==> src/frontend_consts.svh <==
// widths, table sizes and reset address shared by the fetch front end; include where needed
`ifndef FRONTEND_CONSTS_SVH
`define FRONTEND_CONSTS_SVH

// address and fetch block
`define ADDR_W 32
`define FETCH_BYTES 16
`define BLOCK_OFS_W 4 // byte offset inside a fetch block

// branch target buffer, 64 entries
`define BTB_IDX_W 6

// direction predictor tables, 256 counters each
`define PRED_IDX_W 8

// global history lengths
`define HIST_W 14
`define HIST_A_W 2
`define HIST_B_W 8

// return stack, 8 entries
`define RAS_DEPTH_W 3

// first fetch address out of reset
`define RESET_PC 32'h0000_1000

`endif

==> src/frontend_pkg.sv <==
// types passed between the fetch front end blocks; imported by each module header
`include "frontend_consts.svh"

package frontend_pkg;

  typedef logic [`ADDR_W-1:0] addr_t;
  typedef logic [`HIST_W-1:0] hist_t; // newest outcome in bit 0

  // address bits above the buffer index and the block offset
  typedef logic [`ADDR_W-`BTB_IDX_W-`BLOCK_OFS_W-1:0] btb_tag_t;
  typedef logic [`BTB_IDX_W-1:0] btb_idx_t;
  typedef logic [`PRED_IDX_W-1:0] pred_idx_t;
  typedef logic [`RAS_DEPTH_W-1:0] ras_ptr_t;

  typedef logic [1:0] ctr_t; // 2-bit saturating counter

  typedef enum logic [1:0] {
    kind_cond,
    kind_jump,
    kind_call,
    kind_ret
  } branch_kind_t;

  typedef struct packed {
    logic         hit;
    branch_kind_t kind;
    addr_t        target;
  } btb_hit_t;

  typedef struct packed {
    addr_t pc;
    logic  pred_taken; // block was reached by a predicted-taken branch
    hist_t hist;
  } fetch_t;

  // one resolved branch from the back end, never stalled
  typedef struct packed {
    logic         valid;
    addr_t        src_pc;
    addr_t        target;
    logic         taken;
    branch_kind_t kind;
    logic         mispredict;
    hist_t        hist; // snapshot taken at fetch
  } resolve_t;

endpackage

==> src/direction_predictor.sv <==
// three history-indexed counter tables voting on conditional branch direction
`include "frontend_consts.svh"

module direction_predictor import frontend_pkg::*; (
  input  logic     clk,
  input  logic     rst,
  input  addr_t    lookup_pc,
  input  hist_t    lookup_hist,
  output logic     pred_taken,
  input  resolve_t resolve
);

  localparam int n_tables = 3;
  localparam int n_entries = 1 << `PRED_IDX_W;
  localparam int hist_len [n_tables] = '{`HIST_A_W, `HIST_B_W, `HIST_W};

  // pc bits xor the newest len history bits, longer histories folded onto the index
  function automatic pred_idx_t table_index(addr_t pc, hist_t h, int len);
    pred_idx_t idx;
    idx = pc[`BLOCK_OFS_W +: `PRED_IDX_W];
    for (int i = 0; i < `HIST_W; i++) begin
      if (i < len) begin
        idx[i % `PRED_IDX_W] ^= h[i];
      end
    end
    return idx;
  endfunction

  function automatic ctr_t ctr_step(ctr_t c, logic up);
    if (up && c != 2'b11) begin
      return c + 2'd1;
    end
    if (!up && c != 2'b00) begin
      return c - 2'd1;
    end
    return c;
  endfunction

  ctr_t      tbl [n_tables][n_entries];
  pred_idx_t rd_idx [n_tables];
  pred_idx_t wr_idx [n_tables];
  logic [n_tables-1:0] msb;
  logic      train;

  always_comb begin
    for (int t = 0; t < n_tables; t++) begin
      rd_idx[t] = table_index(lookup_pc, lookup_hist, hist_len[t]);
      wr_idx[t] = table_index(resolve.src_pc, resolve.hist, hist_len[t]);
      msb[t] = tbl[t][rd_idx[t]][1];
    end
  end

  // majority of the three
  assign pred_taken = (msb[0] & msb[1]) | (msb[0] & msb[2]) | (msb[1] & msb[2]);

  assign train = resolve.valid && (resolve.kind == kind_cond);

  always_ff @(posedge clk) begin
    if (rst) begin
      for (int t = 0; t < n_tables; t++) begin
        for (int i = 0; i < n_entries; i++) begin
          tbl[t][i] <= 2'b01; // weakly not taken
        end
      end
    end else if (train) begin
      for (int t = 0; t < n_tables; t++) begin
        tbl[t][wr_idx[t]] <= ctr_step(tbl[t][wr_idx[t]], resolve.taken);
      end
    end
  end

  // back end must return the fetch-time snapshot intact
  a_resolve_hist_known: assert property (
    @(posedge clk) disable iff (rst)
    resolve.valid |-> !$isunknown(resolve.hist)
  ) else $error("resolve history unknown");

endmodule

==> config.mk <==
export PLATFORM = sky130hd
export DESIGN_NAME = direction_predictor
export DESIGN_NICKNAME = d
export VERILOG_FILES = /design/src/frontend_pkg.sv /design/src/direction_predictor.sv
export VERILOG_INCLUDE_DIRS = /design/src
export SDC_FILE = /design/constraint.sdc
export NUM_CORES = 2
export LEC_CHECK = 0
export ABC_AREA = 1
export BUFFER_PORTS_ARGS = -buffer_cell sky130_fd_sc_hd__buf_4
export CAP_MARGIN = 20
export CORE_MARGIN = 8
export CORE_UTILIZATION = 45
export DETAILED_ROUTE_END_ITERATION = 8
export HOLD_SLACK_MARGIN = 0.03
export SYNTH_ARGS = -nofsm -noshare
export SYNTH_HDL_FRONTEND = slang
export SYNTH_SLANG_ARGS = --single-unit
==> constraint.sdc <==
create_clock -name clk -period 4.45 [get_ports clk]
set_input_delay 0.2225 -clock clk [delete_from_list [all_inputs] [get_ports clk]]
set_output_delay 0.2225 -clock clk [all_outputs]
set_load 0.03 [all_outputs]
==> impl_metrics.ini <==
[setup_path]
crit_fanout = 2
path_common_cell = nand3_1
cp-end-kind = output port
crit_path_start_kind = flop
r2r_start = tbl[0][708]$_SDFFCE_PN1P_
cp_num_cells = 12
path_cells = or2_2 > o211ai_1 > nand3_1 > nand3_1 > nand3_1 > nand3_1 > nand3_1 > nand3_1 > nand3_1 > nand3_1 > nand2_1 > buf_4
r2r_end = tbl[0][708]$_SDFFCE_PN1P_
path_delay_family = simple AND/OR/NAND/NOR gates
worst_ep_required_time_ns = 4.23
r2r_cells = 19
reg2reg_slack_ns = 1.07
crit_slowest_cell = edfxtp_1
cpPeakStageDelay_ns = 0.39
crit_type = reg -> out
cp_num_buf_inv = 1
cp.arrival_ns = 3.63

[logic_synthesis]
synth_top_area_share_pct = 51.99
ys_async_sr_fraction_pct = 0
synth_common_cells = nand2_1, nor2_1, edfxtp_1
synth_most_common_cell = nand2_1
ys_types = 33
synth_nets = 11758
synth-seq-cells = 1536
synth_ff_type = edfxtp_1
yosys_warnings = 0
syn_avg_cell_area_um2 = 7.634
synth_cells = 11621
synth.area.top_cells = edfxtp_1, nand2_1, nor2_1
synth.cell_area_um2 = 88720
synth_edf_count = 1536
seq_area_frac_synth_pct = 51.99
synth_top_cell_by_area = edfxtp_1

[routing]
firstDrtPassIters = 7
drt-total-wl_um = 325300
vias = 81884
ant_nets = 0
dr.first_iter.drc_count = 10514
viasPerCell = 5.741
wl_per_cell_um = 22.80
drc = 0

[floorplan]
rows = 163
coreArea_um2 = 196600
start_util_pct = 45.13
dieArea_um2 = 211600
die_x_um = 460.0
die_h_um = 460.0
ios = 132

[clocking]
clkLatencyLatePin_ns = 0.86
cts_buffers = 173
clk_pin_slew_ns = 0.07
hold_buffers = 2
cts-root-buf = clkbuf_16
htree_levels = 4
cts_tree = yes
clock-sinks = 1536
cts_setup_buffers = 0
cts_max_path_buffers = 3
post_cts_resized = 0

[timing]
fin_crit_sh_pct = 86.49
rsz0062_at_grt = no
fin_crit_ns = 3.849
relSlewSlack_pct = 19.07
skew_ns = 0.06529
worst_pin_slew_ns = 1.213
worst_hold_slack_ns = 0.3688
postLayoutSetupSlackWorst_ns = 0.6010
fmax_ghz = 0.2598
slew_violations = 0
final-setup-viol-count = 0
finalHoldViolCount = 0

[placed_design]
dp_hpwl_um = 203300
gp_congestion = 0.9171
dpl_worst_slack_ns = -0.004069
port_buffers = 50

[global_routing]
grt_max_degree = 137
antenna_found_initial = 4
grt_overflow_total = 0
grt_pass1_vias = 78507
grt_use_total_pct = 29.65
grt_pass1_wl_um = 479100

[outcome]
status = finished, final reports clean

[worst_hold_path]
min_path_cells = 5
min_from = resolve[17]
hold_path.class = in -> reg
whs_endpoint = tbl[0][1503]$_DFFE_PP_

[cells_and_area]
drive_gt1_share_pct = 7.892
syn2layout_area_growth_pct = 14.41
largest_reg_flops = 1536
largest_registers = tbl (1536)
final_util_pct = 51.63
largest-register = tbl
final_nets = 11614

[power_and_ir_drop]
irDropWorstVdd_uv = 312.1
finalPower_w = 0.04295
p_leak_nw = 38.99
power.density_nw_per_um2 = 423.2

[job]
cap_violations = 0
==> placed cells by master (no fill, tap or decap), drive strengths merged <==
master	netlist	routed
a21o	1	1
a21oi	297	297
a22oi	46	46
a31o	1	1
a31oi	2	2
buf	342	542
bufinv	0	27
clkbuf	521	219
clkinv	5	77
clkinvlp	0	1
diode	0	4
dlygate4sd3	0	2
edfxtp	1536	1536
ha	6	6
inv	1332	1330
nand2	3255	3255
nand3	1459	1459
nand3b	9	9
nand4	46	46
nor2	2041	2041
o211ai	239	239
o21ai	368	368
o21bai	2	2
o22a	6	6
o22ai	6	6
or2	79	79
xnor2	15	15
xor2	7	7
==> worst register-to-register path, delay by kind of cell (launching register included) <==
family          cells  cell delay (ns)
fa+ha+maj           1             0.17
simple gates       13             1.64
buf+inv             2             0.44
compound gates      3             0.53
flops               1             0.34
==> cell type report <==
cell class / count / area [µm²]
Antenna cell: 4 / 10.01
Clock buffer: 219 / 4608
Clock inverter: 98 / 1231
Fill cell: 18491 / 95100
Inverter: 1337 / 5036
Multi-Input combinational cell: 7885 / 34300
Sequential cell: 1536 / 46120
Tap cell: 2640 / 3303
Timing Repair Buffer: 544 / 6884
==> routing by layer <==
metal	global-route usage, %	wire (µm)	share of wire (%)
met1	37.38	119400	37
met2	47.87	148500	46
met3	5.631	35550	11
met4	16.95	21720	6.7
met5	0	30	0.0092
==> cell families (layout without fill, tap and decap cells) <==
logic type,count (synthesis),after routing,synth area share [%]
other,0,4,0
AND/OR/NAND/NOR,6889,6889,31.62
flip-flops,1536,1536,51.99
AO/OA/AOI/OAI,968,968,6.318
XOR/XNOR,22,22,0.2680
adder cells (fa/ha/maj),6,6,0.08462
buffers and inverters,2200,2198,9.724
==> metrics by stage <==
step	TNS, ns	cells	cell area, µm²
floorplan	0	11621	88720
global placement	-0.9961	13936	95520
detailed placement	-0.007775	13940	95630
CTS	0	14259	101500
global route	0	14261	101500
finish	0	14263	101500
==> where the power goes <==
part | total [W] | switching, W | internal [W]
Sequential | 0.0167 | 0.000225 | 0.0165
Combinational | 0.0112 | 0.00770 | 0.00352
Clock | 0.0150 | 0.00616 | 0.00888
==> how the worst max path moves through the flow <==
| stage | startpoint | endpoint | slack [ns] |
|---|---|---|---|
| 4_1_cts | tbl[0][397]$_SDFFCE_PN0P_ | pred_taken | 0.64 |
| 2_1_floorplan | resolve[0] | tbl[0][1025]$_DFFE_PP_ | 1.04 |
| 3_5_place_dp | resolve[57] | tbl[0][1142]$_SDFFCE_PN1P_ | -0.004 |
| 5_1_grt | lookup_hist[0] | pred_taken | 0.54 |
| 3_3_place_gp | resolve[57] | tbl[0][1331]$_DFFE_PP_ | -0.02 |
| 6_report | tbl[0][397]$_SDFFCE_PN0P_ | pred_taken | 0.60 |
(Power assumes the default switching activity.)
