**src/frontend_consts.svh**
```systemverilog
// widths, table sizes and reset address shared by the fetch front end; include where needed
`ifndef FRONTEND_CONSTS_SVH
`define FRONTEND_CONSTS_SVH

// address and fetch block
`define ADDR_W 32
`define FETCH_BYTES 16
`define BLOCK_OFS_W 4 // byte offset inside a fetch block

// branch target buffer, 64 entries
`define BTB_IDX_W 6

// direction predictor tables, 256 counters each
`define PRED_IDX_W 8

// global history lengths
`define HIST_W 14
`define HIST_A_W 2
`define HIST_B_W 8

// return stack, 8 entries
`define RAS_DEPTH_W 3

// first fetch address out of reset
`define RESET_PC 32'h0000_1000

`endif

```
**src/frontend_pkg.sv**
```systemverilog
// types passed between the fetch front end blocks; imported by each module header
`include "frontend_consts.svh"

package frontend_pkg;

  typedef logic [`ADDR_W-1:0] addr_t;
  typedef logic [`HIST_W-1:0] hist_t; // newest outcome in bit 0

  // address bits above the buffer index and the block offset
  typedef logic [`ADDR_W-`BTB_IDX_W-`BLOCK_OFS_W-1:0] btb_tag_t;
  typedef logic [`BTB_IDX_W-1:0] btb_idx_t;
  typedef logic [`PRED_IDX_W-1:0] pred_idx_t;
  typedef logic [`RAS_DEPTH_W-1:0] ras_ptr_t;

  typedef logic [1:0] ctr_t; // 2-bit saturating counter

  typedef enum logic [1:0] {
    kind_cond,
    kind_jump,
    kind_call,
    kind_ret
  } branch_kind_t;

  typedef struct packed {
    logic         hit;
    branch_kind_t kind;
    addr_t        target;
  } btb_hit_t;

  typedef struct packed {
    addr_t pc;
    logic  pred_taken; // block was reached by a predicted-taken branch
    hist_t hist;
  } fetch_t;

  // one resolved branch from the back end, never stalled
  typedef struct packed {
    logic         valid;
    addr_t        src_pc;
    addr_t        target;
    logic         taken;
    branch_kind_t kind;
    logic         mispredict;
    hist_t        hist; // snapshot taken at fetch
  } resolve_t;

endpackage

```
**src/return_stack.sv**
```systemverilog
// circular return address stack, pushed on predicted calls and popped on predicted returns
`include "frontend_consts.svh"

module return_stack import frontend_pkg::*; (
  input  logic  clk,
  input  logic  rst,
  input  logic  push,
  input  addr_t push_addr,
  input  logic  pop,
  output addr_t top
);

  localparam int depth = 1 << `RAS_DEPTH_W;

  addr_t    stack_q [depth];
  ras_ptr_t sp_q; // points at the most recent push
  ras_ptr_t sp_inc;
  ras_ptr_t sp_dec;

  assign sp_inc = sp_q + 1'b1; // wraps, oldest entry lost on overflow
  assign sp_dec = sp_q - 1'b1;

  assign top = stack_q[sp_q];

  always_ff @(posedge clk) begin
    if (rst) begin
      sp_q <= '0;
    end else if (push) begin
      sp_q <= sp_inc;
    end else if (pop) begin
      sp_q <= sp_dec; // underflow just wraps
    end
  end

  always_ff @(posedge clk) begin
    if (push) begin
      stack_q[sp_inc] <= push_addr;
    end
  end

endmodule

```
**config.mk**
```make
export PLATFORM = sky130hd
export DESIGN_NAME = return_stack
export DESIGN_NICKNAME = d
export VERILOG_FILES = /design/src/frontend_pkg.sv /design/src/return_stack.sv
export VERILOG_INCLUDE_DIRS = /design/src
export SDC_FILE = /design/constraint.sdc
export NUM_CORES = 1
export LEC_CHECK = 0
export BUFFER_PORTS_ARGS = -buffer_cell sky130_fd_sc_hd__buf_2
export CAP_MARGIN = 40
export CORE_MARGIN = 1.5
export CORE_UTILIZATION = 50
export CTS_BUF_LIST = sky130_fd_sc_hd__clkbuf_16
export DETAILED_ROUTE_END_ITERATION = 10
export HOLD_SLACK_MARGIN = 0.15
export PLACE_DENSITY = 0.68
export SLEW_MARGIN = 20
export SYNTH_ARGS = -nofsm -noshare
export SYNTH_HDL_FRONTEND = slang
export SYNTH_SLANG_ARGS = --single-unit
```
**constraint.sdc**
```tcl
create_clock -name clk -period 5 [get_ports clk]
set_input_delay 0.25 -clock clk [delete_from_list [all_inputs] [get_ports clk]]
set_output_delay 0.25 -clock clk [all_outputs]
set_load 0.05 [all_outputs]
```
==> impl_metrics.toml, run 1 <==
[status]
status = "finished clean"

[worst_setup_path]
r2r_end = "stack_q[6][30]"
path_class = "reg -> out"
crit_slowest_cell = "mux4_1"
slowest_delay_ns = 0.61
cp-end-kind = "primary output"
r2r_cells = 5
r2r_setup_slack_ns = 2.42
crit_fanout = 38
crit-reg2reg-launch = "sp_q[0]"
start_kind = "register"
cp.arrival_ns = 2.80
path_cells = "buf_16 -> buf_4 -> mux4_1 -> mux2_2 -> buf_2"
cp.required_ns = 4.75

[route]
drtIter0Drc = 252
num_vias = 4526
drtPass1Iterations = 6
wirelength_um = 18600
routedWlPerCell_um = 22.8
drtAntennaViolNets = 0
drc = 0
vias_per_cell = 5.53

[synth]
synth_area_um2 = 10000
synth_area_leaders = "edfxtp_1 77%, mux4_1 10%, mux4_2 5.4%, mux2_2 3.6%, dfxtp_1 1.2%"
synth-simple-area-share_pct = 0.834
ys_seq_elements = 262
ys_types = 22
synth-seq-area-share_pct = 77.7
syn-instance-count = 404
yosys_warnings = 0
synthXorXnorAreaFrac_pct = 0.262
synth_mux_area_share_pct = 19.4
syn_nets = 442
synth_compound_area_share_pct = 0.224
yosysTopAreaCellShare_pct = 76.5
synthAdderAreaFrac_pct = 0.249
syn_avg_cell_area_um2 = 24.9
synth_top_family_by_area = "multiplexers"
yosys.area.top_type = "edfxtp_1"

[global_routing]
grt_pass1_wl_um = 28400
grt_start_max_net_pins = 47
antenna_found_initial = 0
grt.busiest_layer = "met2"
grt_pass1_vias = 4932
met2_usage_pct = 32.3
grt_use_total_pct = 18.6
grtUsageMet3_pct = 2.83
grt_overflow = 0
met1_usage_pct = 24.7

[clock_tree]
cts_tree = "built"
numClockSinks = 262
clockBufferDepth = 3
worstSkewPairLatency_ns = 0.52
htreeDepth = 1
holdBufCountCts = 35
cts_made_buffers = 25
cts_resized = 0
root_buffer = "clkbuf_16"
cts_setup_buffers = 0
path_clk_slew_ns = 0.06

[hold_path]
hp-class = "in -> reg"
min_from = "push"
whs_path_depth = 4

[placement]
place_congestion = 0.712
dp_slack_ns = 2.22
hpwl_um = 10400
dp.cells = 736
portBuffers = 67

[power_and_ir_drop]
irDropWorstVdd_uv = 295
power.internal_mw = 3.99
switching_share_pct = 23.5
clockPowerShare_pct = 37.7
power.density_nw_per_um2 = 433
power.switching_mw = 1.23
seqPwrFrac_pct = 49.1
p_leak_nw = 4.04
finalPower_mw = 5.22
power_frac_comb_pct = 13.2

[timing]
relSlewSlack_pct = 58.2
max_slew.worst_pin.slew_ns = 0.625
hold_ws_ns = 0.169
min_period_ns = 3.05
finalSetupViolCount = 0
grt_setup_unrepaired = "false"
worst_slack_ns = 1.95
hold_viol = 0
max_freq_mhz = 328
fin_skew_ns = 0.0202
finalSetupTns_ns = 0
drv_slew = 0
finalCritPeriodShare_pct = 61.0

[die]
die-area_um2 = 21000
die_h_um = 145
die_x_um = 145
io_pins = 68
initial_core_util_pct = 51.3
core_um2 = 19600
rows = 51

[final_layout]
fin_cells = 818
seqCellArea_um2 = 7810
area_growth_pct = 19.9
antennaDiodeCount = 0
num-fill-cells = 1357
final_net_count = 572
drive_above_1_share_pct = 33.8
multi_input_area_um2 = 2150

[flow_run]
drv_cap = 0
==> cell usage in the layout, fill, tap and decap left out, types with 2 or more instances in the layout <==
master,n
inv_1,10
nand3_1,2
dfxtp_2,2
nor2_4,2
nor3_2,6
buf_2,67
nor2_1,2
mux2_2,32
clkinv_2,2
ha_1,2
xnor2_1,2
dlygate4sd3_1,35
edfxtp_1,256
bufinv_16,6
nand2_1,2
mux4_2,24
buf_4,16
mux4_1,40
clkbuf_16,25
buf_12,2
dfxtp_1,3
a21oi_1,3
clkinv_1,4
==> registers in the layout, summed over array words and instances, names as in the netlist, named ones only <==
register,flops
sp_q,3
stack_q,256
==> how the worst max path moves through the flow <==
stage | to | depth (start not counted) | startpoint
floorplan | stack_q[0][0] | 4 | sp_q[0]
global placement | top[31] | 4 | register
detailed placement | top[31] | 4 | register
CTS | top[31] | 4 | register
global route | top[26] | 5 | register
finish | top[31] | 5 | register
==> per-stage QoR <==
step / util (%) / area [µm²]
3_3_place_gp: 54.9 / 10800
2_1_floorplan: - / 10000
3_5_place_dp: 55.1 / 10800
6_report: 61.5 / 12100
4_1_cts: 61.4 / 12000
5_1_grt: 61.5 / 12100
==> cell type report <==
type	instances	area share (%)
Sequential cell	262	64.8
Multi-Input combinational cell	122	17.9
Timing Repair Buffer	121	7.25
Clock buffer	25	5.19
Tap cell	265	2.75
Clock inverter	21	2.02
Inverter	2	0.0623
==> per-layer routing <==
layer	part of all wire (%)	routed length (µm)
met1	43	7980
met2	52	9700
met5	0	0
met4	1.5	284
met3	3.5	653
==> Yosys cell counts (all sizes together) <==
cell,count
xor2,1
nor2,4
nand2b,1
nand3,2
a21o,1
nand3b,1
ha,2
mux2,32
xnor2,2
dfxtp,6
a21oi,3
nand2,2
clkbuf,1
nor3,6
buf,17
edfxtp,256
mux4,64
nor3b,1
inv,2
==> logic make-up after synthesis <==
group / Yosys count
flip-flops: 262
multiplexers: 96
buffers and inverters: 20
AND/OR/NAND/NOR: 17
AO/OA/AOI/OAI: 4
XOR/XNOR: 3
adder cells (fa/ha/maj): 2
==> worst max-delay path, delay by kind of cell (launching register included) <==
kind / cells / cell delay [ns]
muxes: 2 / 0.89
buffers and inverters: 3 / 0.90
DFF: 1 / 0.46
==> power by group through the flow <==
stage / clock (mW) / combinational, mW / sequential (mW)
after global placement: 0 / 0.618 / 2.64
final: 1.97 / 0.689 / 2.57
after detailed placement: 0 / 0.651 / 2.63
after CTS: 2.01 / 0.678 / 2.58
after floorplan: 0 / 0.498 / 2.59
after global routing: 2.10 / 0.731 / 2.57
Note: power is estimated with default switching activity, not from simulation.
==> run 2: changes to the inputs <==
Clock period 5 ns to 3.18 ns, I/O delays scaled along.
==> run 2 against run 1 <==
Compared with the run above:
- core utilization rose by 0.11 points
- clock skew fell by 0.012 ns
- sequential power rose by 58%
- final cell count rose by 0.73%
- worst hold slack improved by 0.27 ns
- critical path depth fell by 1
- via count fell by 0.22%
- register-to-register slack got worse by 1.5 ns
- die area did not move
- critical path type unchanged
- critical endpoint is now top[18]
==> impl_metrics.toml, run 2 (same netlist as run 1, synthesis figures left out) <==
[timing]
max_freq_mhz = 367
drv_slew = 0
max_slew.worst_pin.slew_ns = 0.744
min_period_ns = 2.72
worst_slack_ns = 0.458
relSlewSlack_pct = 50.4
fin_skew_ns = 0.00789
hold_viol = 0
hold_ws_ns = 0.441
finalCritPeriodShare_pct = 85.6
grt_setup_unrepaired = "false"
finalSetupViolCount = 0
finalSetupTns_ns = 0

[final_layout]
largest_reg_flops = 256
drive_above_1_share_pct = 34.8
mostFrequentLayoutCells = "256 x edfxtp_1, 67 x buf_2, 40 x mux4_1, 36 x dlygate4sd3_1, 32 x mux2_2"
area_growth_pct = 20.2
regMostFlops = "stack_q"
final_net_count = 575
top_regs = "stack_q (256), sp_q (3)"
finish.utilization_pct = 61.6
layout_commonest_cell = "edfxtp_1"
stdcell_area_um2 = 12100

[worst_setup_path]
slowest_delay_ns = 0.60
crit-reg2reg-launch = "sp_q[0]"
path_cells = "buf_4 -> mux4_1 -> mux2_2 -> buf_2"
start_kind = "register"
crit_end = "top[18]"
r2r_setup_slack_ns = 0.89
r2r_cells = 5
crit_slowest_cell = "dfxtp_4"
cp-end-kind = "primary output"
path_class = "reg -> out"
crit_fanout = 22
cp.required_ns = 3.02
cp.arrival_ns = 2.56
r2r_end = "stack_q[6][1]"

[die]
core_um2 = 19600
die_h_um = 145
die_x_um = 145
initial_core_util_pct = 51.3
die-area_um2 = 21000
rows = 51
io_pins = 68

[hold_path]
hp-class = "in -> reg"

[placement]
dp_slack_ns = 0.911
placed_cell_area_um2 = 10800
place_congestion = 0.659
portBuffers = 67
hpwl_um = 10800

[clock_tree]
cts_made_buffers = 27
htreeDepth = 1
worstSkewPairLatency_ns = 0.53
cts_tree = "built"
cts_setup_buffers = 0
numClockSinks = 262
path_clk_slew_ns = 0.06
root_buffer = "clkbuf_16"
clockBufferDepth = 3

[global_routing]
antenna_found_initial = 1
grt_pass1_vias = 4735
grt_use_total_pct = 18.2
grt_overflow = 0
grt_start_max_net_pins = 33
grt_pass1_wl_um = 27600

[route]
drtPass1Iterations = 4
vias_per_cell = 5.48
num_vias = 4516
drc = 0
wirelength_um = 18300
routedWlPerCell_um = 22.2
drtAntennaViolNets = 0
drtIter0Drc = 273

[power_and_ir_drop]
irDropWorstVdd_uv = 513
p_leak_nw = 4.05
power.density_nw_per_um2 = 674

[status]
status = "finished clean"

[flow_run]
drv_cap = 0
## run 2: changes by cell type in the layout (fill, tap and decap cells not counted), moves of 2 or more
| cell | change |
|---|---|
| clkinvlp_4 | +2 |
| bufinv_16 | -3 |
| inv_1 | -2 |
| clkinv_2 | +5 |
| clkbuf_16 | +2 |
## run 2: report_power, final
part,switching (mW),total [mW],internal (mW)
logic,0.664,1.06,0.399
clock network,1.23,3.01,1.79
registers,0.0807,4.05,3.97
total,1.97,8.13,6.16
## run 2: how the worst min path moves through the flow
stage | start | to | slack, ns | cells after the start
finish | push_addr[4] | stack_q[2][4] | 0.44 | 2
global route | push_addr[1] | stack_q[3][1] | 0.45 | 2
CTS | push_addr[4] | stack_q[3][4] | 0.42 | 2
detailed placement | rst | register | 0.37 | 2
global placement | rst | register | 0.35 | 2
floorplan | rst | register | 0.24 | 1
## run 2: timing repair
action                                 in CTS  in global routing
hold buffers                               36                  0
resized for setup                           0                  0
endpoints found under the hold margin     262                  0
## run 2: cell type report
cell class | instances | area, µm²
clock inverters | 23 | 191
clock buffers | 27 | 676
inverters | 2 | 7.51
repair buffers | 122 | 896
well taps | 265 | 332
flip-flops and latches | 262 | 7810
multi-input cells | 122 | 2150
diodes | 1 | 2.50
fillers | 1337 | 7520
## run 2: worst max-delay path: cells and delay by family, from the launching register on
family	cells	cell delay, ns
buf+inv	2	0.57
flops	1	0.60
mux	2	0.86
## run 2: stage by stage
step,std cells,power [mW]
CTS,823,8.22
finish,824,8.13
detailed placement,737,5.17
floorplan,404,4.86
global route,824,8.40
global placement,736,5.14
## run 2: layer usage
layer | GRT usage [%] | share of wire (%) | wire length, µm
met4 | 4.68 | 1.8 | 338
met1 | 24.5 | 42 | 7730
met3 | 3.32 | 4.6 | 847
met2 | 31.1 | 51 | 9410
met5 | 0 | 0 | 0
==> run 3: changes to the inputs <==
Settings changed: CORE_UTILIZATION 50 to 31, PLACE_DENSITY 0.68 to 0.46.
==> run 3 against run 2 <==
Compared with the run above:
- fmax decreased by 1.1%
- largest cell class unchanged
- clock power increased by 3%
- register-to-register slack improved by 0.02 ns
- critical path type unchanged
- flip-flop and latch count unchanged
- largest power group unchanged
- setup slack got worse by 0.029 ns
- critical path depth unchanged
==> impl_metrics.toml, run 3 (same netlist as run 1, synthesis figures left out) <==
[worst_setup_path]
crit_fanout = 34
path_class = "reg -> out"
slowest_delay_ns = 0.65
start_kind = "register"
cp.arrival_ns = 2.59
path_cells = "buf_12 -> mux4_1 -> mux2_2 -> buf_2"
cp.required_ns = 3.02
crit_slowest_cell = "mux4_1"
cp-end-kind = "primary output"
r2r_setup_slack_ns = 0.91

[route]
drtAntennaViolNets = 0
num_vias = 4586
drtIter0Drc = 240
met2_length_um = 9140
wirelength_um = 19700
vias_per_cell = 4.75
top_layer = "met4"
met3_length_um = 878
met1_length_um = 9340
routedWlPerCell_um = 20.4
drc = 0
drtPass1Iterations = 4

[power_and_ir_drop]
power.internal_mw = 6.18
irDropWorstVdd_uv = 416
seqPwrFrac_pct = 49.1
p_leak_nw = 4.05
finalPower_mw = 8.23
switching_share_pct = 24.9
power_frac_comb_pct = 13.2
clockPowerShare_pct = 37.6
power.switching_mw = 2.05
power.density_nw_per_um2 = 671

[global_routing]
grt_overflow = 0
grt_pass1_vias = 5000
antenna_found_initial = 1
grt_use_total_pct = 11.9
grt_pass1_wl_um = 29900
grt_start_max_net_pins = 39

[die]
die_h_um = 183
die-area_um2 = 33500
die_x_um = 183
rows = 65
initial_core_util_pct = 31.7
core_um2 = 31700
io_pins = 68

[status]
status = "finished clean"

[timing]
hold_viol = 0
hold_ws_ns = 0.371
worst_slack_ns = 0.429
drv_slew = 0
finalSetupViolCount = 0
fin_skew_ns = 0.0118
finalCritPeriodShare_pct = 86.5
grt_setup_unrepaired = "false"
min_period_ns = 2.75
max_slew.worst_pin.slew_ns = 0.634
max_freq_mhz = 364
relSlewSlack_pct = 57.5

[final_layout]
final_net_count = 579
layout_commonest_cell = "edfxtp_1"
area_growth_pct = 22.0
fin_cells = 966
num-fill-cells = 2884
mostFrequentLayoutCells = "256 x edfxtp_1, 67 x buf_2, 40 x mux4_1, 37 x dlygate4sd3_1, 32 x mux2_2"
largest_reg_flops = 256
stdcell_area_um2 = 12300
drive_above_1_share_pct = 34.6
top_regs = "stack_q (256), sp_q (3)"
regMostFlops = "stack_q"

[placement]
dp_slack_ns = 0.882
hpwl_um = 11300
dp.cells = 875
place_congestion = 0.677
portBuffers = 67
placed_cell_area_um2 = 11000

[clock_tree]
worstSkewPairLatency_ns = 0.54
clockBufferDepth = 3
cts_made_buffers = 29
cts_setup_buffers = 0
cts_tree = "built"
cts_resized = 0
htreeDepth = 1
root_buffer = "clkbuf_16"
path_clk_slew_ns = 0.06
numClockSinks = 262

[flow_run]
drv_cap = 0

[hold_path]
hp-class = "in -> reg"
-- run 3: cell types whose count changed in the layout (fill, tap and decap cells not counted), sizes merged --
| cell | delta |
|---|---|
| clkinv | +4 |
| clkbuf | +2 |
| buf | +1 |
| dlygate4sd3 | +1 |
| bufinv | -1 |
| inv | -2 |
-- run 3: metal layers --
metal	track usage [%]	vias up
met5	0	-
met4	3.15	0
met3	2.24	32
met2	19.1	93
met1	16.8	2417
li1	-	2044
-- run 3: area by class of cell --
cell class,count,area [µm²],area share (%)
Antenna cell,1,2.50,0.0204
Clock buffer,29,726,5.92
Clock inverter,24,168,1.37
Inverter,2,7.51,0.0612
Multi-Input combinational cell,122,2150,17.6
Sequential cell,262,7820,63.8
Tap cell,402,503,4.10
Timing Repair Buffer,124,881,7.19
-- run 3: final timing paths --
kind	start	end	cells past startpoint
max	register	top[21]	4
min	rst	register	3
max reg2reg	sp_q[0]	stack_q[1][19]	5
min reg2reg	sp_q[0]	register	3
-- run 3: power by group through the flow --
stage / Clock (mW) / Sequential, mW / Combinational, mW
2_1_floorplan: 0 / 4.08 / 0.783
3_3_place_gp: 0 / 4.11 / 1.07
3_5_place_dp: 0 / 4.12 / 1.07
4_1_cts: 3.20 / 4.05 / 1.11
5_1_grt: 3.33 / 4.06 / 1.16
6_report: 3.10 / 4.04 / 1.09
-- run 3: critical path: cells and delay by family (launching register included) --
| kind | cells | cell delay (ns) |
|---|---|---|
| buffers and inverters | 2 | 0.52 |
| flip-flops | 1 | 0.57 |
| multiplexers | 2 | 0.93 |
-- run 3: stage by stage --
stage | TNS, ns | utilization [%]
final | 0 | 38.6
after global routing | 0 | 38.6
after detailed placement | 0 | 34.7
after floorplan | -92.75 | -
after global placement | 0 | 34.7
after CTS | 0 | 38.6
-- run 3: what timing repair did --
action,CTS,global route
hold endpoints to repair,262,0
endpoints found under the setup margin,0,0
hold buffers,37,0
