File: config.mk
export PLATFORM = sky130hd
export DESIGN_NAME = fetch_pc_gen
export DESIGN_NICKNAME = d
export VERILOG_FILES = /design/src/frontend_pkg.sv /design/src/fetch_pc_gen.sv
export VERILOG_INCLUDE_DIRS = /design/src
export SDC_FILE = /design/constraint.sdc
export NUM_CORES = 1
export LEC_CHECK = 0
export ABC_CLOCK_PERIOD_IN_PS = 4000
export BUFFER_PORTS_ARGS = -buffer_cell sky130_fd_sc_hd__buf_2
export CAP_MARGIN = 20
export CORE_AREA = 2 2 102 104
export DETAILED_ROUTE_END_ITERATION = 10
export DIE_AREA = 0 0 104 106
export HOLD_SLACK_MARGIN = 0.06
export PLACE_DENSITY = 0.94
export SYNTH_ARGS = -nofsm -noshare
export SYNTH_HDL_FRONTEND = slang
export SYNTH_SLANG_ARGS = --single-unit
export TNS_END_PERCENT = 5
File: constraint.sdc
create_clock -name clk -period 4 [get_ports clk]
set_input_delay 0.6 -clock clk [delete_from_list [all_inputs] [get_ports clk]]
set_output_delay 0.6 -clock clk [all_outputs]
set_load 0.005 [all_outputs]
File: src/frontend_consts.svh
// widths, table sizes and reset address shared by the fetch front end; include where needed
`ifndef FRONTEND_CONSTS_SVH
`define FRONTEND_CONSTS_SVH

// address and fetch block
`define ADDR_W 32
`define FETCH_BYTES 16
`define BLOCK_OFS_W 4 // byte offset inside a fetch block

// branch target buffer, 64 entries
`define BTB_IDX_W 6

// direction predictor tables, 256 counters each
`define PRED_IDX_W 8

// global history lengths
`define HIST_W 14
`define HIST_A_W 2
`define HIST_B_W 8

// return stack, 8 entries
`define RAS_DEPTH_W 3

// first fetch address out of reset
`define RESET_PC 32'h0000_1000

`endif

File: src/frontend_pkg.sv
// types passed between the fetch front end blocks; imported by each module header
`include "frontend_consts.svh"

package frontend_pkg;

  typedef logic [`ADDR_W-1:0] addr_t;
  typedef logic [`HIST_W-1:0] hist_t; // newest outcome in bit 0

  // address bits above the buffer index and the block offset
  typedef logic [`ADDR_W-`BTB_IDX_W-`BLOCK_OFS_W-1:0] btb_tag_t;
  typedef logic [`BTB_IDX_W-1:0] btb_idx_t;
  typedef logic [`PRED_IDX_W-1:0] pred_idx_t;
  typedef logic [`RAS_DEPTH_W-1:0] ras_ptr_t;

  typedef logic [1:0] ctr_t; // 2-bit saturating counter

  typedef enum logic [1:0] {
    kind_cond,
    kind_jump,
    kind_call,
    kind_ret
  } branch_kind_t;

  typedef struct packed {
    logic         hit;
    branch_kind_t kind;
    addr_t        target;
  } btb_hit_t;

  typedef struct packed {
    addr_t pc;
    logic  pred_taken; // block was reached by a predicted-taken branch
    hist_t hist;
  } fetch_t;

  // one resolved branch from the back end, never stalled
  typedef struct packed {
    logic         valid;
    addr_t        src_pc;
    addr_t        target;
    logic         taken;
    branch_kind_t kind;
    logic         mispredict;
    hist_t        hist; // snapshot taken at fetch
  } resolve_t;

endpackage

File: src/fetch_pc_gen.sv
// fetch address and history registers, next-address choice and valid/ready output stage
`include "frontend_consts.svh"

module fetch_pc_gen import frontend_pkg::*; (
  input  logic     clk,
  input  logic     rst,
  input  resolve_t resolve,
  output addr_t    lookup_pc,
  input  btb_hit_t btb,
  input  logic     pred_taken,
  input  addr_t    ras_top,
  output logic     ras_push,
  output logic     ras_pop,
  output addr_t    ras_push_addr,
  output fetch_t   fetch,
  output logic     fetch_valid,
  input  logic     fetch_ready
);

  fetch_t fetch_q;
  logic   valid_q;
  logic   redirect;
  logic   xfer;
  logic   hit_taken;
  addr_t  seq_pc;
  addr_t  fix_pc;
  fetch_t next_f; // predicted successor of the current block

  assign redirect = resolve.valid && resolve.mispredict;
  assign xfer = valid_q && fetch_ready;

  assign seq_pc = fetch_q.pc + addr_t'(`FETCH_BYTES);
  assign fix_pc = resolve.taken ? resolve.target : resolve.src_pc + addr_t'(`FETCH_BYTES);

  assign lookup_pc = fetch_q.pc;
  assign ras_push_addr = seq_pc; // return lands after the call block

  always_comb begin
    hit_taken = 1'b0;
    next_f.pc = seq_pc;
    ras_push = 1'b0;
    ras_pop = 1'b0;
    if (btb.hit) begin
      case (btb.kind)
        kind_jump, kind_call: begin
          hit_taken = 1'b1;
          next_f.pc = btb.target;
          ras_push = (btb.kind == kind_call);
        end
        kind_ret: begin
          hit_taken = 1'b1;
          next_f.pc = ras_top;
          ras_pop = 1'b1;
        end
        default: begin
          hit_taken = pred_taken; // cond, trust the vote
          if (pred_taken) begin
            next_f.pc = btb.target;
          end
        end
      endcase
    end
    next_f.pred_taken = hit_taken;
    next_f.hist = btb.hit ? {fetch_q.hist[`HIST_W-2:0], hit_taken} : fetch_q.hist;
    // stack moves only for blocks that actually leave on the right path
    if (!xfer || redirect) begin
      ras_push = 1'b0;
      ras_pop = 1'b0;
    end
  end

  always_ff @(posedge clk) begin
    if (rst) begin
      valid_q <= 1'b0;
      fetch_q.pc <= `RESET_PC;
      fetch_q.pred_taken <= 1'b0;
      fetch_q.hist <= '0;
    end else begin
      valid_q <= 1'b1;
      if (redirect) begin
        fetch_q.pc <= fix_pc;
        fetch_q.pred_taken <= 1'b0;
        fetch_q.hist <= {resolve.hist[`HIST_W-2:0], resolve.taken};
      end else if (xfer) begin
        fetch_q <= next_f;
      end
    end
  end

  assign fetch = fetch_q;
  assign fetch_valid = valid_q;

  a_payload_held: assert property (
    @(posedge clk) disable iff (rst)
    valid_q && !fetch_ready && !redirect |=> valid_q && $stable(fetch_q)
  ) else $error("fetch payload changed while waiting");

  // a lone push shows up as the new stack top
  a_ras_push: assert property (
    @(posedge clk) disable iff (rst)
    ras_push |=> !$past(ras_pop) && ras_top == $past(ras_push_addr)
  ) else $error("return stack push collided with a pop or was lost");

endmodule

==> impl_metrics.csv, run 1 <==
group,metric,value,unit
placed_design,dp_cells,987,
grt,gr-usage-all-layers,32.05,%
logic_synthesis,synthCells,661,
die,initial_core_util,48.00,%
worst_setup_path,reg2reg_setup_slack,1.64,ns
min_path,hp-class,"input port to flip-flop",
grt,antenna_found_initial,0,
timing,finalCriticalPeriod,3.011,ns
worst_setup_path,r2r-start,"lookup_pc[5]$_SDFFE_PP0P_",
clock_tree,clkLatencyLatePin,0.31,ns
die,core-area,10000,um2
clock_tree,cts.hold.buffers_added,0,
clock_tree,postCtsSetupRepairBufs,0,
clock_tree,cts_resized,0,
clock_tree,clkSinkCount,48,
power,vdd_drop_max,148.6,uV
die,top_level_ports,268,
worst_setup_path,endpoint_kind,"output port",
clock_tree,path_clk_slew,0.10,ns
timing,grt_setup_unrepaired,"no",
timing,finalHoldViolCount,0,
power,p_leak,2.786,nW
die,dieHeight,106,um
timing,max_freq,332.1,MHz
timing,final_max_slew_viol_count,0,
clock_tree,cts-buffers-inserted,5,
grt,first_global_vias,5421,
logic_synthesis,ys_ff_latch,48,
worst_setup_path,arrival,2.41,ns
clock_tree,clk_path_buf_depth,2,
power,cellPowerDensity,255.8,nW/um2
die,dieArea,11020,um2
placed_design,io_buffers,264,
detailed_routing,drt-total-wl,18.81,mm
timing,fin_crit_sh,75.28,%
logic_synthesis,ys_seq_area_share,20.02,%
detailed_routing,ant_nets,0,
detailed_routing,wire_per_inst,18.88,um
grt,grt_pass1_wl,28.43,mm
worst_setup_path,crit_type,"flip-flop to output port",
logic_synthesis,syn_nets,821,
detailed_routing,avgViaCountPerCell,5.969,
detailed_routing,drt-initial-drc-count,706,
timing,worst_slew_pin_slew,0.9897,ns
detailed_routing,route.detailed.drc,0,
timing,relSlewSlack,34.02,%
run_status,run_status,"complete, no violations",
worst_setup_path,required,3.40,ns
clock_tree,root_buffer,"clkbuf_8",
detailed_routing,vias,5945,
final_layout,fin_nets,1019,
logic_synthesis,syn_area,4800,um2
grt,grt_overflow_total,0,
die,die_w,104,um
placed_design,gp_congestion,0.9584,
timing,finClkSkew,0.004786,ns
logic_synthesis,async_reset_ff_share,0,%
final_layout,layout-drive-gt1-share,34.65,%
logic_synthesis,yosysUniqueCellTypes,61,
flow_run,max-cap-violations,0,
final_layout,layoutNonFillerInstCount,996,
worst_setup_path,crit_path_end,"ras_push_addr[31]",
die,fp-row-count,37,
timing,setup_viol,0,
logic_synthesis,synth_ff_type,"dfxtp_1",
worst_setup_path,rr_worst_depth,7,
detailed_routing,dr.pass1.iters,6,
worst_setup_path,r2r-end,"lookup_pc[14]$_SDFFE_PP0P_",
logic_synthesis,synth_warnings,0,
clock_tree,htree_levels,2,
worst_setup_path,crit_fanout,11,
grt,grt_max_degree,49,
clock_tree,tritoncts,"built",
timing,finalSetupTns,0,ns
worst_setup_path,cp-startpoint,"lookup_pc[12]$_SDFFE_PP1P_",
placed_design,hpwlAfterDp,14.48,mm
final_layout,diodes,0,
logic_synthesis,synth.avg_cell_area,7.261,um2
logic_synthesis,synth_edf_count,0,
worst_setup_path,critPathLaunchType,"flip-flop",
final_layout,area_growth,26.15,%
==> sequential cells by signal (all words and copies together) (netlist names) <==
name / cells
fetch_valid: 1
fetch: 15
lookup_pc: 32
==> cell usage in the layout (no fill, tap or decap), drive strengths merged, types with 12 or more instances in the layout <==
| master | instances |
|---|---|
| dfxtp | 48 |
| nand4 | 12 |
| o21ai | 52 |
| a22oi | 27 |
| buf | 272 |
| xnor2 | 32 |
| inv | 16 |
| a211oi | 22 |
| mux2i | 18 |
| nor2 | 64 |
| xor2 | 20 |
| a21oi | 43 |
| nand3 | 23 |
| nor3 | 16 |
| nand2 | 67 |
==> power breakdown <==
part	switching (W)	leakage [nW]	internal, W
registers	0.0000573	0.396	0.000514
logic	0.000297	2.32	0.000237
clock network	0.000191	0.0687	0.000252
total	0.000545	2.79	0.00100
==> worst min path at each step <==
stage / start / to / slack (ns) / cells after the start
after floorplan: fetch[14]$_SDFFE_PP0P_ / fetch[14]$_SDFFE_PP0P_ / 0.50 / 2
after global placement: fetch[14]$_SDFFE_PP0P_ / fetch[14]$_SDFFE_PP0P_ / 0.52 / 2
after detailed placement: fetch[14]$_SDFFE_PP0P_ / fetch[14]$_SDFFE_PP0P_ / 0.53 / 2
after CTS: resolve[23] / lookup_pc[5]$_SDFFE_PP0P_ / 0.55 / 3
after global routing: resolve[4] / fetch[5]$_SDFFE_PP0P_ / 0.56 / 3
final: resolve[23] / lookup_pc[5]$_SDFFE_PP0P_ / 0.55 / 3
==> cell usage after synthesis (4+ instances only) <==
master	count	area share [%]
o21a_1	5	0.78
a22o_1	5	0.91
nand4_1	10	1.3
nor4_1	4	0.52
o221ai_1	6	1.1
ha_1	6	1.6
buf_1	7	0.55
o22ai_1	4	0.52
mux2i_1	18	3.8
o32ai_1	4	0.73
nand2_1	67	5.2
xor2_1	20	3.6
clkbuf_1	34	2.7
dfxtp_1	48	20
o21ai_0	50	5.2
o211ai_1	9	1.4
a21oi_1	43	4.5
buf_4	36	5.6
a221oi_1	10	1.8
and4_1	5	0.91
nand3_1	22	2.3
a22oi_1	27	4.2
a211oi_1	22	3.4
o2bb2ai_1	5	0.91
a221o_1	11	2.3
nor3_1	14	1.5
nor2_1	63	4.9
and3_1	7	0.91
xnor2_1	32	5.8
inv_1	15	1.2
and2_1	10	1.3
==> kinds of logic (layout without fill, tap and decap cells) <==
group / count (synthesis) / in the layout / share of synthesized area (%)
AO/OA/AOI/OAI: 216 / 216 / 30.42
XOR/XNOR: 52 / 52 / 9.489
flip-flops: 48 / 48 / 20.02
buffers and inverters: 97 / 296 / 10.77
multiplexers: 18 / 18 / 3.754
adder cells (fa/ha/maj): 6 / 6 / 1.564
AND/OR/NAND/NOR: 224 / 224 / 23.98
==> through the flow <==
stage	instance area (um2)	worst slack (ns)	total power (W)	util (%)	hold slack, ns
floorplan	4800	1.705	0.0008718	-	0.5025
global placement	5889	1.074	0.001091	58.90	0.5171
detailed placement	5889	1.043	0.001100	58.90	0.5303
CTS	6027	1.029	0.001541	60.27	0.5486
global route	6055	0.9121	0.001629	60.55	0.5590
finish	6055	0.9890	0.001549	60.55	0.5538
==> area by class of cell <==
cell class / instances / area (um2)
Clock buffer: 5 / 68.82
Clock inverter: 3 / 68.82
Fill cell: 980 / 3945
Inverter: 16 / 60.06
Multi-Input combinational cell: 516 / 3324
Sequential cell: 48 / 960.9
Tap cell: 136 / 170.2
Timing Repair Buffer: 272 / 1401
==> critical path, stage by stage, from the launching register on <==
cell	delay, ns
dfxtp_1	0.57
nand4_4	0.19
or4_4	0.57
nor2_1	0.22
nand3_1	0.12
xnor2_1	0.26
buf_2	0.17
==> routing by layer <==
| layer | wire length, um | up-vias | global-route usage (%) | part of all wire, % |
|---|---|---|---|---|
| met3 | 2008 | 47 | 7.051 | 11 |
| met1 | 7525 | 2689 | 40.84 | 40 |
| met5 | 0 | - | 0 | 0 |
| li1 | - | 2808 | - | - |
| met4 | 488 | 0 | 7.819 | 2.6 |
| met2 | 8784 | 401 | 55.17 | 47 |
Power figures use the tool's default switching activity.
==> run 2, diff against run 1 <==
--- a/config.mk
+++ b/config.mk
@@ -6,14 +6,13 @@
 export SDC_FILE = /design/constraint.sdc
 export NUM_CORES = 1
 export LEC_CHECK = 0
-export ABC_CLOCK_PERIOD_IN_PS = 4000
+export ABC_CLOCK_PERIOD_IN_PS = 2850
 export BUFFER_PORTS_ARGS = -buffer_cell sky130_fd_sc_hd__buf_2
 export CAP_MARGIN = 20
-export CORE_AREA = 2 2 102 104
+export CORE_UTILIZATION = 46
 export DETAILED_ROUTE_END_ITERATION = 10
-export DIE_AREA = 0 0 104 106
 export HOLD_SLACK_MARGIN = 0.06
-export PLACE_DENSITY = 0.94
+export PLACE_DENSITY = 0.9
 export SYNTH_ARGS = -nofsm -noshare
 export SYNTH_HDL_FRONTEND = slang
 export SYNTH_SLANG_ARGS = --single-unit
==> constraint.sdc (replaced) <==
create_clock -name clk -period 2.85 [get_ports clk]
set_input_delay 0.4275 -clock clk [delete_from_list [all_inputs] [get_ports clk]]
set_output_delay 0.4275 -clock clk [all_outputs]
set_load 0.005 [all_outputs]
==> impl_metrics.csv, run 2 (synthesis gave the netlist of run 1 again) <==
group,metric,value,unit
detailed_routing,ant_nets,0,
power,p_leak,2.853,nW
power,cellPowerDensity,357.2,nW/um2
timing,finalHoldViolCount,0,
die,core-area,9955,um2
detailed_routing,drt-initial-drc-count,705,
timing,finalSetupTns,0,ns
grt,grt_overflow_total,0,
die,dieHeight,104.1,um
clock_tree,path_clk_slew,0.10,ns
detailed_routing,drt-total-wl,18.95,mm
detailed_routing,wire_per_inst,18.80,um
clock_tree,root_buffer,"clkbuf_8",
clock_tree,postCtsSetupRepairBufs,0,
placed_design,io_buffers,264,
detailed_routing,avgViaCountPerCell,5.970,
final_layout,area_growth,28.23,%
timing,worst_slew_pin_slew,0.7510,ns
timing,final_max_slew_viol_count,0,
timing,finalCriticalPeriod,2.732,ns
die,dieArea,10850,um2
clock_tree,htree_levels,2,
worst_setup_path,crit_fanout,11,
grt,gr-usage-all-layers,34.00,%
grt,antenna_found_initial,1,
clock_tree,tritoncts,"built",
timing,relSlewSlack,49.93,%
final_layout,largest_register_ffs,32,
clock_tree,cts.hold.buffers_added,0,
placed_design,dpl_cell_area,6006,um2
timing,grt_setup_unrepaired,"no",
power,pwr-share-clk,28.6,%
detailed_routing,vias,6018,
clock_tree,clkSinkCount,48,
grt,grt_max_degree,39,
final_layout,diodes,0,
clock_tree,clkLatencyLatePin,0.31,ns
final_layout,final_common_cell,"buf_2",
placed_design,hpwlAfterDp,15.03,mm
power,p_switching,0.0007787,W
die,fp-row-count,36,
timing,finClkSkew,0.004465,ns
timing,setup_viol,0,
worst_setup_path,critPathLaunchType,"flip-flop",
clock_tree,cts_resized,0,
detailed_routing,dr.pass1.iters,6,
final_layout,layout-drive-gt1-share,36.57,%
clock_tree,cts-buffers-inserted,5,
worst_setup_path,arrival,2.30,ns
power,vdd_drop_max,214.4,uV
final_layout,fillers,995,
power,combPwrFrac,34.8,%
final_layout,design_area,6155,um2
grt,grt_pass1_wl,29.55,mm
flow_run,max-cap-violations,0,
grt,first_global_vias,5591,
run_status,run_status,"complete, no violations",
power,internal-power,0.001420,W
die,initial_core_util,48.22,%
worst_setup_path,required,2.42,ns
die,top_level_ports,268,
min_path,hp-class,"input port to flip-flop",
final_layout,layout_common_cells,"buf_2, nand2_1, nor2_1, o21ai_0, a21oi_1",
placed_design,gp_congestion,0.9508,
worst_setup_path,crit_type,"flip-flop to output port",
final_layout,fin_nets,1034,
power,sw_frac_of_total,35.42,%
timing,fin_crit_sh,95.87,%
clock_tree,clk_path_buf_depth,2,
die,die_w,104.1,um
worst_setup_path,endpoint_kind,"output port",
timing,max_freq,366.0,MHz
detailed_routing,route.detailed.drc,0,
power,pwr-share-seq,36.5,%
-- run 2: cell types whose count changed in the layout (fill, tap and decap cells not counted), sizes merged --
| cell | delta |
|---|---|
| buf | +15 |
-- run 2: path summary, 6_finish.rpt --
kind                         startpoint                          to  slack [ns]  cells past startpoint
max reg2reg   lookup_pc[5]$_SDFFE_PP0P_  lookup_pc[14]$_SDFFE_PP0P_        0.56                      7
min reg2reg  lookup_pc[16]$_SDFFE_PP0P_  lookup_pc[16]$_SDFFE_PP0P_        0.56                      2
max          lookup_pc[19]$_SDFFE_PP0P_           ras_push_addr[30]        0.12                      5
min                         resolve[12]      fetch[13]$_SDFFE_PP0P_        0.39                      3
-- run 2: area by class of cell --
class | instances | area, um2 | area share [%]
multi-input cells | 516 | 3328 | 54.08
clock inverters | 3 | 68.82 | 1.118
repair buffers | 287 | 1494 | 24.27
clock buffers | 5 | 68.82 | 1.118
flip-flops and latches | 48 | 968.4 | 15.73
well taps | 133 | 166.4 | 2.704
inverters | 16 | 60.06 | 0.9758
-- run 2: power groups by stage --
stage	clock, W	sequential, W	combinational [W]
2_1_floorplan	0	0.000802	0.000421
3_3_place_gp	0	0.000812	0.000740
3_5_place_dp	0	0.000815	0.000750
4_1_cts	0.000628	0.000798	0.000754
5_1_grt	0.000660	0.000811	0.000832
6_report	0.000629	0.000803	0.000766
-- run 2: stage by stage --
stage	worst slack (ns)	power (W)	utilization [%]	hold slack, ns	instances
2_1_floorplan	0.7280	0.001224	-	0.5025	661
3_3_place_gp	0.4761	0.001552	60.33	0.5279	1000
3_5_place_dp	0.4278	0.001565	60.33	0.5475	1000
4_1_cts	0.06555	0.002181	61.71	0.3843	1008
5_1_grt	0.005933	0.002302	61.83	0.3807	1008
6_report	0.1177	0.002198	61.83	0.3852	1008
-- run 2: metal layers --
| metal | part of all wire [%] | routed length (um) | up-vias | GRT usage (%) |
|---|---|---|---|---|
| li1 | - | - | 2835 | - |
| met1 | 42 | 7869 | 2738 | 44.93 |
| met2 | 46 | 8715 | 405 | 55.19 |
| met3 | 10 | 1911 | 40 | 7.268 |
| met4 | 2.4 | 453 | 0 | 10.31 |
| met5 | 0 | 0 | - | 0 |
-- run 2: worst max-delay path: stages (launching register included) --
cell and delay, ns:
dfxtp_1 0.46, nand4_1 0.19, or4_4 0.63, nor4_4 0.32, xor2_1 0.23, buf_2 0.15
==> run 3, diff against run 2 <==
--- a/config.mk
+++ b/config.mk
@@ -11,6 +11,7 @@
 export CAP_MARGIN = 20
 export CORE_UTILIZATION = 46
 export DETAILED_ROUTE_END_ITERATION = 10
+export GPL_TIMING_DRIVEN = 0
 export HOLD_SLACK_MARGIN = 0.06
 export PLACE_DENSITY = 0.9
 export SYNTH_ARGS = -nofsm -noshare
==> impl_metrics.csv, run 3 (synthesis gave the netlist of run 1 again) <==
group,metric,value,unit
power,internal-power,0.001298,W
grt,grt_max_degree,16,
detailed_routing,vias,6445,
detailed_routing,avgViaCountPerCell,6.046,
die,core-area,9955,um2
grt,grt_pass1_wl,31.38,mm
worst_setup_path,crit_fanout,10,
grt,use_met1,46.77,%
clock_tree,clkLatencyLatePin,0.31,ns
die,fp-row-count,36,
placed_design,dp_cells,1058,
die,top_level_ports,268,
final_layout,area_growth,33.24,%
worst_setup_path,critPathLaunchType,"flip-flop",
detailed_routing,drt-initial-drc-count,708,
timing,fin_crit_sh,97.51,%
final_layout,design_area,6395,um2
final_layout,largest_register_ffs,32,
clock_tree,clkSinkCount,48,
grt,antenna_found_initial,0,
timing,setup_viol,0,
worst_setup_path,required,2.42,ns
grt,gr-usage-met2,61.48,%
timing,finalCriticalPeriod,2.779,ns
grt,gr-usage-all-layers,36.36,%
timing,max_freq,359.8,MHz
worst_setup_path,crit_type,"flip-flop to output port",
final_layout,fillers,974,
die,initial_core_util,48.22,%
timing,final_max_slew_viol_count,0,
timing,grt_setup_unrepaired,"no",
clock_tree,postCtsSetupRepairBufs,0,
timing,worst_slew_pin_slew,0.7679,ns
die,dieArea,10850,um2
worst_setup_path,arrival,2.35,ns
placed_design,hpwlAfterDp,16.69,mm
detailed_routing,route.detailed.drc,0,
grt,grt_overflow_total,0,
final_layout,layout-drive-gt1-share,36.01,%
clock_tree,cts-buffers-inserted,5,
final_layout,layoutNonFillerInstCount,1066,
detailed_routing,drt-total-wl,20.71,mm
clock_tree,path_clk_slew,0.11,ns
grt,top_usage_layer,"met2",
placed_design,dpl_cell_area,6287,um2
timing,finalHoldViolCount,0,
power,pwr-share-clk,22.3,%
power,pwr-share-seq,38.5,%
flow_run,max-cap-violations,0,
placed_design,gp_congestion,0.9653,
clock_tree,clk_path_buf_depth,2,
timing,finClkSkew,0.01519,ns
worst_setup_path,endpoint_kind,"output port",
clock_tree,root_buffer,"clkbuf_8",
final_layout,fin_nets,1092,
power,p_leak,2.982,nW
die,dieHeight,104.1,um
grt,met3_usage,6.328,%
final_layout,layout_common_cells,"buf_2, nand2_1, nor2_1, o21ai_0, a21oi_1",
power,p_total,0.002099,W
power,vdd_drop_max,225.6,uV
power,p_switching,0.0008004,W
detailed_routing,wire_per_inst,19.43,um
die,die_w,104.1,um
power,sw_frac_of_total,38.14,%
grt,first_global_vias,5891,
final_layout,diodes,0,
detailed_routing,ant_nets,0,
timing,relSlewSlack,48.62,%
min_path,hp-class,"input port to flip-flop",
detailed_routing,dr.pass1.iters,6,
timing,finalSetupTns,0,ns
clock_tree,cts.hold.buffers_added,0,
run_status,run_status,"complete, no violations",
final_layout,final_common_cell,"buf_2",
clock_tree,tritoncts,"built",
placed_design,io_buffers,264,
power,cellPowerDensity,328.2,nW/um2
power,combPwrFrac,39.2,%
clock_tree,htree_levels,2,
## run 3: layer usage
layer | wire length [um] | up-vias
met5 | 0 | -
met4 | 740 | 0
met3 | 2458 | 70
met2 | 9480 | 514
met1 | 8034 | 2923
li1 | - | 2938
## run 3: path summary, 6_finish.rpt
kind                            cells past startpoint                          to                  startpoint  slack, ns
worst max-delay path                                7           ras_push_addr[31]  lookup_pc[15]$_SDFFE_PP0P_       0.07
worst min-delay path                                3       fetch[4]$_SDFFE_PP0P_                  resolve[3]       0.40
worst min register to register                      2  lookup_pc[19]$_SDFFE_PP0P_  lookup_pc[19]$_SDFFE_PP0P_       0.57
worst max register to register                      7  lookup_pc[14]$_SDFFE_PP0P_   lookup_pc[4]$_SDFFE_PP0P_       0.49
## run 3: power groups by stage
| stage | combinational [W] | clock [W] | sequential (W) |
|---|---|---|---|
| 6_report | 0.000823 | 0.000468 | 0.000808 |
| 5_1_grt | 0.000881 | 0.000488 | 0.000814 |
| 4_1_cts | 0.000805 | 0.000458 | 0.000803 |
| 3_5_place_dp | 0.000802 | 0 | 0.000819 |
| 3_3_place_gp | 0.000789 | 0 | 0.000815 |
| 2_1_floorplan | 0.000421 | 0 | 0.000802 |
## run 3: cell type report
class / count / area [um2] / share of cell area [%]
multi-input combinational: 516 / 3326 / 52.01
timing repair buffer: 264 / 1321 / 20.66
sequential: 48 / 968.4 / 15.14
buffer: 81 / 456.7 / 7.141
tap: 133 / 166.4 / 2.602
clock buffer: 6 / 82.58 / 1.291
inverter: 16 / 60.06 / 0.9392
clock inverter: 2 / 13.76 / 0.2152
## run 3: worst max-delay path: stages, from the launching register on
cell and delay, ns:
dfxtp_1 0.45, inv_1 0.13, or4_4 0.57, buf_6 0.17
nor2_1 0.17, nand3_1 0.14, xnor2_1 0.24, buf_2 0.17
## run 3: timing repair
action | 4_1_cts | 5_1_grt
endpoints found under the hold margin | 0 | 0
endpoints found under the setup margin | 0 | 5
resized for setup | 0 | 7
## run 3: per-stage QoR
step           setup slack [ns]  hold WS (ns)  utilization, %
5_1_grt                0.004047        0.4059           64.24
6_report                0.07092        0.4011           64.24
4_1_cts                0.001900        0.3943           64.13
2_1_floorplan            0.7280        0.5025               -
3_3_place_gp          -0.009373        0.5411           63.16
3_5_place_dp           -0.08629        0.5579           63.16
